--- src/spi_avr_defines.svh ---
/* spi avr bridge constants
   register numbers sent by the avr, bus widths and reset values */

`ifndef SPI_AVR_DEFINES_SVH
`define SPI_AVR_DEFINES_SVH

// keyboard group
`define REG_KBD      8'h10
`define REG_KBD_STB  8'h11

// mouse and joystick group
`define REG_MUS_X    8'h20
`define REG_MUS_Y    8'h21
`define REG_MUS_BTN  8'h22
`define REG_KJ       8'h23

`define REG_RST      8'h30 // reset request, rom page in bits 5:4

// wait data and readback addresses
`define REG_WAIT     8'h40
`define REG_GLU_ADR  8'h41
`define REG_COM_ADR  8'h42

`define REG_CFG0     8'h50

`define KBD_W        40 // full key matrix
`define APB_AW       4

`define CFG0_RESET   8'h00

`endif

--- src/spi_avr_pkg.sv ---
/* shared types of the spi avr bridge
   spi bit events, register group outputs and the apb request/response */

`include "spi_avr_defines.svh"

package spi_avr_pkg;

	typedef logic [`KBD_W-1:0] kbd_t;

	// one decoded spi event per fclk cycle
	typedef struct packed {
		logic [7:0] regnum;    // register number of the current frame
		logic       data;      // synchronized mosi
		logic       bit_stb;   // data-phase sck rise
		logic       frame_end; // cs rising edge
	} spi_bit_t;

	typedef struct packed {
		kbd_t       kbd_out;
		logic       kbd_stb;
		logic [7:0] mus_out;
		logic       mus_xstb;
		logic       mus_ystb;
		logic       mus_btnstb;
		logic       kj_stb;
	} input_event_t;

	typedef struct packed {
		logic [7:0] config0;
		logic       genrst;  // z80 reset pulse
		logic [1:0] rstrom;  // rom page after reset
		logic [7:0] wait_read;
		logic       wait_end;
	} system_ctrl_t;

	// bytes the cpu leaves for the avr to read back
	typedef struct packed {
		logic [7:0] wait_write;
		logic [7:0] gluclock_addr;
		logic [7:0] comport_addr;
	} readback_t;

	typedef struct packed {
		logic              psel;
		logic              penable;
		logic              pwrite;
		logic [`APB_AW-1:0] paddr;
		logic [7:0]        pwdata;
	} apb_req_t;

	typedef struct packed {
		logic [7:0] prdata;
		logic       pready;
		logic       pslverr;
	} apb_rsp_t;

endpackage

--- src/apb_host_regs.sv ---
/* apb slave for the cpu side
   reads both register groups, keeps sticky strobe flags and readback bytes */

module apb_host_regs (
	input  logic                       fclk,
	input  logic                       reset,
	input  spi_avr_pkg::apb_req_t      req,
	output spi_avr_pkg::apb_rsp_t      rsp,
	input  spi_avr_pkg::input_event_t  events,
	input  spi_avr_pkg::system_ctrl_t  ctrl,
	output spi_avr_pkg::readback_t     readback,
	output logic [7:0]                 status_out
);

	import spi_avr_pkg::*;

	localparam int ADR_KBD_LAST = 4;  // 0..4, kbd bytes lsb first
	localparam int ADR_MUS      = 5;
	localparam int ADR_CFG0     = 6;
	localparam int ADR_WAIT_RD  = 7;
	localparam int ADR_FLAGS    = 8;
	localparam int ADR_WAIT_WR  = 9;
	localparam int ADR_GLU      = 10;
	localparam int ADR_COM      = 11;
	localparam int ADR_STATUS   = 12;

	readback_t rb_q;
	logic [7:0] status_q;
	logic [6:0] flags_q;
	logic [6:0] stb_now;
	logic access;
	logic rd;
	logic wr;
	logic rd_ok;
	logic wr_ok;

	assign access = req.psel & req.penable;
	assign rd     = access & ~req.pwrite;
	assign wr     = access & req.pwrite;
	assign rd_ok  = (req.paddr <= ADR_STATUS);
	assign wr_ok  = (req.paddr >= ADR_WAIT_WR) && (req.paddr <= ADR_STATUS);

	assign stb_now = {ctrl.wait_end, ctrl.genrst, events.kj_stb, events.mus_btnstb,
			events.mus_ystb, events.mus_xstb, events.kbd_stb};

	always_ff @(posedge fclk)
	begin
		if (reset)
		begin
			rb_q     <= '0;
			status_q <= 8'h00;
			flags_q  <= 7'b0;
		end
		else
		begin
			if (wr)
			begin
				case (req.paddr)
					ADR_WAIT_WR: rb_q.wait_write    <= req.pwdata;
					ADR_GLU:     rb_q.gluclock_addr <= req.pwdata;
					ADR_COM:     rb_q.comport_addr  <= req.pwdata;
					ADR_STATUS:  status_q           <= req.pwdata;
					default:     ;
				endcase
			end
			// a strobe landing on the clearing read is kept
			if (rd && req.paddr == ADR_FLAGS)
				flags_q <= stb_now;
			else
				flags_q <= flags_q | stb_now;
		end
	end

	always_comb
	begin
		rsp.prdata = 8'h00;
		if (req.paddr <= ADR_KBD_LAST)
			rsp.prdata = events.kbd_out[req.paddr*8 +: 8];
		else
		begin
			case (req.paddr)
				ADR_MUS:     rsp.prdata = events.mus_out;
				ADR_CFG0:    rsp.prdata = ctrl.config0;
				ADR_WAIT_RD: rsp.prdata = ctrl.wait_read;
				ADR_FLAGS:   rsp.prdata = {1'b0, flags_q};
				ADR_WAIT_WR: rsp.prdata = rb_q.wait_write;
				ADR_GLU:     rsp.prdata = rb_q.gluclock_addr;
				ADR_COM:     rsp.prdata = rb_q.comport_addr;
				ADR_STATUS:  rsp.prdata = status_q;
				default:     rsp.prdata = 8'h00;
			endcase
		end
	end

	assign rsp.pready  = 1'b1; // zero wait states
	assign rsp.pslverr = access & (req.pwrite ? ~wr_ok : ~rd_ok);

	assign readback   = rb_q;
	assign status_out = status_q;

endmodule

--- src/input_event_regs.sv ---
/* keyboard, mouse and joystick registers
   serial capture of the key matrix and mouse byte, with per-register strobes */

`include "spi_avr_defines.svh"

module input_event_regs (
	input  logic                       fclk,
	input  logic                       reset,
	input  spi_avr_pkg::spi_bit_t      bits,
	output spi_avr_pkg::input_event_t  events
);

	import spi_avr_pkg::*;

	logic sel_kbd;
	logic sel_mus;
	logic [4:0] stb_sel;
	logic [4:0] stb_q;  // kj, btn, y, x, kbd
	kbd_t kbd_held;
	logic [7:0] mus_held;

	assign sel_kbd = (bits.regnum == `REG_KBD);
	assign sel_mus = (bits.regnum[7:2] == `REG_MUS_X >> 2); // all four of 0x20..0x23

	assign stb_sel = {bits.regnum == `REG_KJ,
			bits.regnum == `REG_MUS_BTN,
			bits.regnum == `REG_MUS_Y,
			bits.regnum == `REG_MUS_X,
			bits.regnum == `REG_KBD_STB};

	shift_capture #(.T(kbd_t)) i_kbd (
		.fclk    (fclk),
		.reset   (reset),
		.sample  (bits.bit_stb & sel_kbd),
		.bit_in  (bits.data),
		.commit  (bits.frame_end & sel_kbd),
		.shift_q (),
		.held_q  (kbd_held)
	);

	shift_capture i_mus (
		.fclk    (fclk),
		.reset   (reset),
		.sample  (bits.bit_stb & sel_mus),
		.bit_in  (bits.data),
		.commit  (bits.frame_end & sel_mus),
		.shift_q (),
		.held_q  (mus_held)
	);

	// strobes line up with the committed values
	always_ff @(posedge fclk)
	begin
		if (reset)
			stb_q <= 5'b0;
		else
			stb_q <= {5{bits.frame_end}} & stb_sel;
	end

	assign events.kbd_out    = kbd_held;
	assign events.kbd_stb    = stb_q[0];
	assign events.mus_out    = mus_held;
	assign events.mus_xstb   = stb_q[1];
	assign events.mus_ystb   = stb_q[2];
	assign events.mus_btnstb = stb_q[3];
	assign events.kj_stb     = stb_q[4];

endmodule

--- src/shift_capture.sv ---
/* lsb-first serial capture register
   bits enter at the msb, a held copy is taken when the frame ends */

module shift_capture #(
	parameter type T = logic [7:0],
	parameter T RESET_VAL = T'(0)
) (
	input  logic fclk,
	input  logic reset,
	input  logic sample,
	input  logic bit_in,
	input  logic commit,
	output T     shift_q,
	output T     held_q
);

	localparam int W = $bits(T);

	always_ff @(posedge fclk)
	begin
		if (reset)
		begin
			shift_q <= RESET_VAL;
			held_q  <= RESET_VAL;
		end
		else
		begin
			if (sample)
				shift_q <= T'({bit_in, shift_q[W-1:1]}); // older bits move toward lsb
			if (commit)
				held_q <= shift_q;
		end
	end

endmodule

--- src/spi_avr_top.sv ---
/* spi avr bridge top level
   spi link, both register groups and the cpu apb port */

module spi_avr_top (
	input  logic                       fclk,
	input  logic                       reset,
	input  logic                       spics_n,
	input  logic                       sck,
	input  logic                       mosi,
	output logic                       miso,
	input  spi_avr_pkg::apb_req_t      apb_req,
	output spi_avr_pkg::apb_rsp_t      apb_rsp,
	output spi_avr_pkg::input_event_t  events,
	output spi_avr_pkg::system_ctrl_t  ctrl
);

	import spi_avr_pkg::*;

	spi_bit_t   bits;
	readback_t  readback;
	logic [7:0] status;   // shown to the avr during each register number byte

	spi_link i_link (
		.fclk      (fclk),
		.reset     (reset),
		.spics_n   (spics_n),
		.sck       (sck),
		.mosi      (mosi),
		.miso      (miso),
		.status_in (status),
		.readback  (readback),
		.bits      (bits)
	);

	input_event_regs i_input (
		.fclk   (fclk),
		.reset  (reset),
		.bits   (bits),
		.events (events)
	);

	system_ctrl_regs i_sysctl (
		.fclk  (fclk),
		.reset (reset),
		.bits  (bits),
		.ctrl  (ctrl)
	);

	apb_host_regs i_apb (
		.fclk       (fclk),
		.reset      (reset),
		.req        (apb_req),
		.rsp        (apb_rsp),
		.events     (events),
		.ctrl       (ctrl),
		.readback   (readback),
		.status_out (status)
	);

endmodule

--- src/spi_link.sv ---
/* spi mode 0 slave front end
   synchronizes the pins, captures the register number and drives miso */

`include "spi_avr_defines.svh"

module spi_link (
	input  logic                    fclk,
	input  logic                    reset,
	input  logic                    spics_n,
	input  logic                    sck,
	input  logic                    mosi,
	output logic                    miso,
	input  logic [7:0]              status_in,
	input  spi_avr_pkg::readback_t  readback,
	output spi_avr_pkg::spi_bit_t   bits
);

	logic [2:0] cs_sync;   // two sync stages plus one for edge detection
	logic [2:0] sck_sync;
	logic [1:0] mosi_sync;
	logic       cs_hi;
	logic       cs_rise;
	logic       cs_fall;
	logic       sck_rise;
	logic [7:0] regnum;
	logic [7:0] shift_out;
	logic [7:0] data_sel;

	always_ff @(posedge fclk)
	begin
		if (reset)
		begin
			cs_sync  <= 3'b111; // idle, no edge after reset
			sck_sync <= 3'b000;
		end
		else
		begin
			cs_sync  <= {cs_sync[1:0], spics_n};
			sck_sync <= {sck_sync[1:0], sck};
		end
	end

	always_ff @(posedge fclk)
		mosi_sync <= {mosi_sync[0], mosi};

	assign cs_hi    = cs_sync[1];
	assign cs_rise  = ~cs_sync[2] & cs_sync[1];
	assign cs_fall  = cs_sync[2] & ~cs_sync[1];
	assign sck_rise = ~sck_sync[2] & sck_sync[1];

	// register number, shifted in while cs is high
	always_ff @(posedge fclk)
	begin
		if (reset || cs_rise)
			regnum <= 8'h00;
		else if (cs_hi && sck_rise)
			regnum <= {mosi_sync[1], regnum[7:1]};
	end

	always_comb
	begin
		case (regnum)
			`REG_WAIT:    data_sel = readback.wait_write;
			`REG_GLU_ADR: data_sel = readback.gluclock_addr;
			`REG_COM_ADR: data_sel = readback.comport_addr;
			default:      data_sel = 8'hFF;
		endcase
	end

	// status goes out with the register number, readback with the data
	always_ff @(posedge fclk)
	begin
		if (reset)
			shift_out <= 8'hFF;
		else if (cs_rise || cs_fall)
			shift_out <= cs_hi ? status_in : data_sel;
		else if (sck_rise)
			shift_out <= {1'b0, shift_out[7:1]};
	end

	assign miso = shift_out[0];

	assign bits.regnum    = regnum;
	assign bits.data      = mosi_sync[1];
	assign bits.bit_stb   = ~cs_hi & sck_rise;
	assign bits.frame_end = cs_rise; // regnum still valid in this cycle

endmodule

--- src/system_ctrl_regs.sv ---
/* system control registers
   reset request with rom page, config0 and the wait data byte */

`include "spi_avr_defines.svh"

module system_ctrl_regs (
	input  logic                       fclk,
	input  logic                       reset,
	input  spi_avr_pkg::spi_bit_t      bits,
	output spi_avr_pkg::system_ctrl_t  ctrl
);

	logic sel_rst;
	logic sel_wait;
	logic sel_cfg;
	logic [7:0] rst_held;
	logic [7:0] cfg_held;
	logic [7:0] wait_shift;
	logic genrst_q;
	logic wait_end_q;

	assign sel_rst  = (bits.regnum == `REG_RST);
	assign sel_wait = (bits.regnum == `REG_WAIT);
	assign sel_cfg  = (bits.regnum == `REG_CFG0);

	shift_capture #(.RESET_VAL(`CFG0_RESET)) i_cfg0 (
		.fclk    (fclk),
		.reset   (reset),
		.sample  (bits.bit_stb & sel_cfg),
		.bit_in  (bits.data),
		.commit  (bits.frame_end & sel_cfg), // config only moves on cs rise
		.shift_q (),
		.held_q  (cfg_held)
	);

	shift_capture i_rst (
		.fclk    (fclk),
		.reset   (reset),
		.sample  (bits.bit_stb & sel_rst),
		.bit_in  (bits.data),
		.commit  (bits.frame_end & sel_rst),
		.shift_q (),
		.held_q  (rst_held)
	);

	// wait byte is read live by the cpu
	shift_capture i_wait (
		.fclk    (fclk),
		.reset   (reset),
		.sample  (bits.bit_stb & sel_wait),
		.bit_in  (bits.data),
		.commit  (1'b0),
		.shift_q (wait_shift),
		.held_q  ()
	);

	always_ff @(posedge fclk)
	begin
		if (reset)
		begin
			genrst_q   <= 1'b0;
			wait_end_q <= 1'b0;
		end
		else
		begin
			genrst_q   <= bits.frame_end & sel_rst;
			wait_end_q <= bits.frame_end & sel_wait;
		end
	end

	assign ctrl.config0   = cfg_held;
	assign ctrl.genrst    = genrst_q;
	assign ctrl.rstrom    = rst_held[5:4];
	assign ctrl.wait_read = wait_shift;
	assign ctrl.wait_end  = wait_end_q;

endmodule

--- config.mk ---
export PLATFORM = sky130hd
export DESIGN_NAME = spi_avr_top
export DESIGN_NICKNAME = d
export VERILOG_FILES = /design/src/spi_avr_pkg.sv /design/src/apb_host_regs.sv /design/src/input_event_regs.sv /design/src/shift_capture.sv /design/src/spi_avr_top.sv /design/src/spi_link.sv /design/src/system_ctrl_regs.sv
export VERILOG_INCLUDE_DIRS = /design/src
export SDC_FILE = /design/constraint.sdc
export NUM_CORES = 1
export LEC_CHECK = 0
export BUFFER_PORTS_ARGS = -buffer_cell sky130_fd_sc_hd__clkbuf_2
export CORE_UTILIZATION = 52
export CTS_CLUSTER_SIZE = 28
export DETAILED_ROUTE_END_ITERATION = 12
export HOLD_SLACK_MARGIN = 0.15
export PLACE_DENSITY = 0.71
export REMOVE_ABC_BUFFERS = 1
export SYNTH_ARGS = -nofsm -noshare
export SYNTH_HDL_FRONTEND = slang
export SYNTH_SLANG_ARGS = --single-unit
--- constraint.sdc ---
create_clock -name fclk -period 1.9 [get_ports fclk]
set_input_delay 0.19 -clock fclk [delete_from_list [all_inputs] [get_ports fclk]]
set_output_delay 0.19 -clock fclk [all_outputs]
set_load 0.02 [all_outputs]
==> run summary <==
STA
------------------------------------------------------------------------------------------
Minimum hold slack                                                                  186 ps
Final number of max-transition violations                                                0
Normalized max-slew margin                                                           63.7%
Final Cycle Share                                                                     115%
Setup skew after layout                                                            11.3 ps
Worst Max-Slew Pin Slew                                                             545 ps
Clock period minus final worst setup slack                                         2180 ps
Count of endpoints failing hold in the final timing report                               0
Fin worst setup slack                                                              -278 ps
Unrepaired setup endpoints after global routing                                       true
Final setup viols                                                                        2
Timing-limited maximum frequency                                                   459 MHz

WORST SETUP PATH
------------------------------------------------------------------------------------------
Critical path launch point type                                                       flop
Cell family with the largest share of critical-path delay                     simple AND/OR/NAND/NOR gates
Slowest library cell on the worst path                                        sky130_fd_sc_hd__mux4_2
Worst stage delay on the critical path                                              500 ps
Crit path cell chain                                                          mux4_2 -> nor2_2 -> a311oi_1 -> or3_4 -> buf_8
Data required time at the worst endpoint                                           1710 ps
CP Buf/Inv Count                                                                         1
Kind of end point of the critical path                                        primary output
Critical path class                                                             reg -> out
WP data arrival                                                                    1990 ps
Maximum net fanout on the critical path                                                  3

SYNTH
------------------------------------------------------------------------------------------
Post-Synthesis Cells                                                                   936
Leading register cell type out of synthesis                                   sky130_fd_sc_hd__dfxtp_1
Post-synth EDFFs                                                                         0
Number of different library cells in the post-synthesis netlist                         64
Number of warnings reported in the yosys synthesis log                                   0
Sequential element share of the synthesized area                                     46.6%
Synth Cell Area                                                                   8410 um2
Share of the synthesized area in the top cell type                                   46.6%
Async S/R FF share, synth                                                               0%
Register bit total from synthesis                                                      196
Top cells by area in the synthesized netlist                                  sky130_fd_sc_hd__dfxtp_1 47%, sky130_fd_sc_hd__mux2i_1 11%, sky130_fd_sc_hd__nand2_1 7.9%
Cell taking the most area after synthesis                                     sky130_fd_sc_hd__dfxtp_1
Mean Syn Cell Area                                                                8.99 um2

GLOBAL ROUTE
------------------------------------------------------------------------------------------
Antenna violations before repair                                                         0
Overflow after GRT                                                                       0
Largest net degree at the start of global routing                                       70
Tot GR Track Use                                                                     28.1%
Number of global-route vias before repair                                             6329
Global-route wire length before repair                                            35400 um

FLOORPLANNING
------------------------------------------------------------------------------------------
Initial cell density of the core                                                     53.2%
Die area                                                                         16700 um2
Standard-cell row count                                                                 46
Io pins                                                                                104
Width of the die                                                                    129 um
Core area                                                                        15800 um2
Height of the chip                                                                  129 um

ROUTE
------------------------------------------------------------------------------------------
DRC errors left                                                                          0
Routed wire length                                                                22900 um
Count of vias placed by the detailed router                                           7149
Remaining antenna violation count                                                        0
Via/cell ratio                                                                        5.61
Initial drt markers                                                                    451
Number of iterations in the first detailed-routing pass                                  5
Detailed-route wire length per cell                                                18.0 um

POWER
------------------------------------------------------------------------------------------
Maximum vdd ir drop                                                               0.675 mV
Logic gate share of total power                                                       5.0%
Switching power as a share of total power                                            21.9%
Net switching power                                                                1.83 mW
Total power per unit cell area                                                  828 nW/um2
Total internal power                                                               6.54 mW
Leakage power total                                                                4.09 nW
Sequential group share of total power                                                49.6%
Power share of the clock group                                                       45.4%

CLOCK TREE
------------------------------------------------------------------------------------------
Later-pin clock latency in the skew report                                          440 ps
Buffer type at the clock tree root                                            sky130_fd_sc_hd__clkbuf_16
Maximum level of the CTS H-tree                                                          4
Maximum number of buffers from clock root to sink                                        2
CTS tree                                                                               yes
TritonCTS buffer count                                                                  17
Sinks on the clock net                                                                 196
Clock edge transition at the registers on the reported setup and hold paths          70 ps

FLOW RUN
------------------------------------------------------------------------------------------
Max-cap violation count                                                                  0

FINISH
------------------------------------------------------------------------------------------
Multi-input combinational cell area                                               4100 um2
Filler Cell Count                                                                     1347
Count of nets after finishing                                                         1069
Final Core Density                                                                   63.9%
Total inserted antenna cells                                                             0
Most frequent cells in the layout                                             180 x sky130_fd_sc_hd__dfxtp_1, 177 x sky130_fd_sc_hd__nand2_1, 101 x sky130_fd_sc_hd__nor2_1
Most common library cell in the layout ignoring fill and taps                 sky130_fd_sc_hd__dfxtp_1
Area overhead of the layout relative to synthesis                                    20.2%
Count of placed standard cells in the final layout, fillers left out                  1275
Ratio of cells with drive above 1 in the final layout                                23.7%
Area of all sequential standard cells                                             3940 um2

PLACED DESIGN
------------------------------------------------------------------------------------------
Post-placement worst setup slack                                                   33.1 ps
Cell Count Post-Placement                                                             1232
HPWL Detailed                                                                     16500 um
Total of buffers placed on input and output ports                                      102
GP Congestion                                                                        0.911

WORST HOLD PATH
------------------------------------------------------------------------------------------
Path class of the lowest-slack min-delay path                                    in -> reg

OUTCOME
------------------------------------------------------------------------------------------
Status                                                                        finished with violations
Violations in the final reports                                               negative setup slack

[layer usage]
layer / wire length (um) / part of all wire (%) / up-vias / GRT usage [%]
li1: - / - / 3469 / -
met4: 699 / 3.0 / 0 / 12.0
met3: 1350 / 5.9 / 31 / 5.45
met5: 0 / 0 / - / 0
met2: 10700 / 47 / 239 / 44.3
met1: 10200 / 44 / 3410 / 37.6
[per-stage QoR]
step / total power [mW] / instance area (um2) / TNS, ps
floorplan: 4.39 / 8020 / -39060
global placement: 4.63 / 9280 / 0
global route: 8.59 / 10100 / -643
finish: 8.37 / 10100 / -448
detailed placement: 4.63 / 9280 / 0
CTS: 8.40 / 10100 / -502
[worst reg2reg max path, cell delays in order (launching register included)]
cell	delay [ps]
sky130_fd_sc_hd__dfxtp_1	500
sky130_fd_sc_hd__nor4b_2	250
sky130_fd_sc_hd__buf_4	180
sky130_fd_sc_hd__and3_1	220
sky130_fd_sc_hd__buf_4	270
sky130_fd_sc_hd__nand2_1	110
sky130_fd_sc_hd__a21oi_1	160
[kinds of logic (layout without fill, tap and decap cells)]
logic type	after synthesis	after routing	share of synthesized area, %
AO/OA/AOI/OAI	173	173	12.9
adder cells (fa/ha/maj)	1	1	0.149
buffers and inverters	80	203	5.03
flip-flops	196	196	46.6
multiplexers	111	111	14.0
other	1	1	0.0446
AND/OR/NAND/NOR	374	374	21.2
[Yosys cell counts (5+ instances only)]
| cell type | count |
|---|---|
| sky130_fd_sc_hd__buf_2 | 14 |
| sky130_fd_sc_hd__a221oi_1 | 13 |
| sky130_fd_sc_hd__mux2i_1 | 95 |
| sky130_fd_sc_hd__clkbuf_1 | 38 |
| sky130_fd_sc_hd__o31ai_1 | 7 |
| sky130_fd_sc_hd__nor2b_1 | 16 |
| sky130_fd_sc_hd__nand3_1 | 16 |
| sky130_fd_sc_hd__mux2_2 | 12 |
| sky130_fd_sc_hd__or2_2 | 5 |
| sky130_fd_sc_hd__nor2_1 | 103 |
| sky130_fd_sc_hd__a32oi_1 | 6 |
| sky130_fd_sc_hd__a21oi_1 | 93 |
| sky130_fd_sc_hd__nand2_1 | 177 |
| sky130_fd_sc_hd__inv_1 | 6 |
| sky130_fd_sc_hd__buf_6 | 10 |
| sky130_fd_sc_hd__dfxtp_1 | 196 |
| sky130_fd_sc_hd__o21ai_0 | 12 |
| sky130_fd_sc_hd__a22oi_1 | 5 |
| sky130_fd_sc_hd__a21oi_2 | 7 |
| sky130_fd_sc_hd__buf_4 | 8 |
| sky130_fd_sc_hd__nor3b_1 | 11 |
| sky130_fd_sc_hd__nor3_1 | 5 |
[power groups by stage]
stage,clock network (mW),registers [mW],logic (mW)
2_1_floorplan,0,4.24,0.149
3_3_place_gp,0,4.24,0.382
4_1_cts,3.84,4.15,0.407
5_1_grt,3.99,4.15,0.450
6_report,3.80,4.15,0.417
3_5_place_dp,0,4.24,0.382
[layout make-up]
type	instances	share of cell area, %
inverter	7	0.260
timing repair buffer	166	11.4
multi-input combinational	660	40.5
clock inverter	11	1.75
clock buffer	19	4.38
sequential	196	39.0
tap	216	2.67
[what timing repair did]
item,in CTS,in global routing
resized for setup,23,18
endpoints found under the hold margin,35,0
pin swaps,3,3
setup endpoints to repair,6,13
setup buffers,1,1
hold buffers,11,0
[worst paths after layout]
check                                        start                                      to  slack (ps)  cells after the start
max          i_input.i_kbd.held_q[24]$_SDFFE_PP0P_                              apb_rsp[2]        -280                      5
min                                          reset    i_input.i_mus.held_q[1]$_SDFFE_PP0P_         190                      2
max reg2reg          i_link.regnum[4]$_SDFFE_PP0P_  i_input.i_kbd.shift_q[10]$_SDFFE_PP0P_         150                      6
min reg2reg            i_link.mosi_sync[0]$_DFF_P_             i_link.mosi_sync[1]$_DFF_P_         350                      0
[state kept, by name (all words and copies together) (netlist names), 5 cells and up]
| name | flops |
|---|---|
| i_sysctl.i_cfg0.shift_q | 8 |
| i_input.stb_q | 5 |
| i_input.i_kbd.shift_q | 40 |
| i_sysctl.i_cfg0.held_q | 8 |
| i_input.i_mus.shift_q | 8 |
| i_link.shift_out | 8 |
| i_apb.readback | 24 |
| i_input.i_mus.held_q | 8 |
| i_sysctl.i_wait.shift_q | 8 |
| i_input.i_kbd.held_q | 40 |
| i_link.regnum | 8 |
| i_apb.flags_q | 7 |
| i_apb.status_out | 8 |
Power figures use the tool's default switching activity.
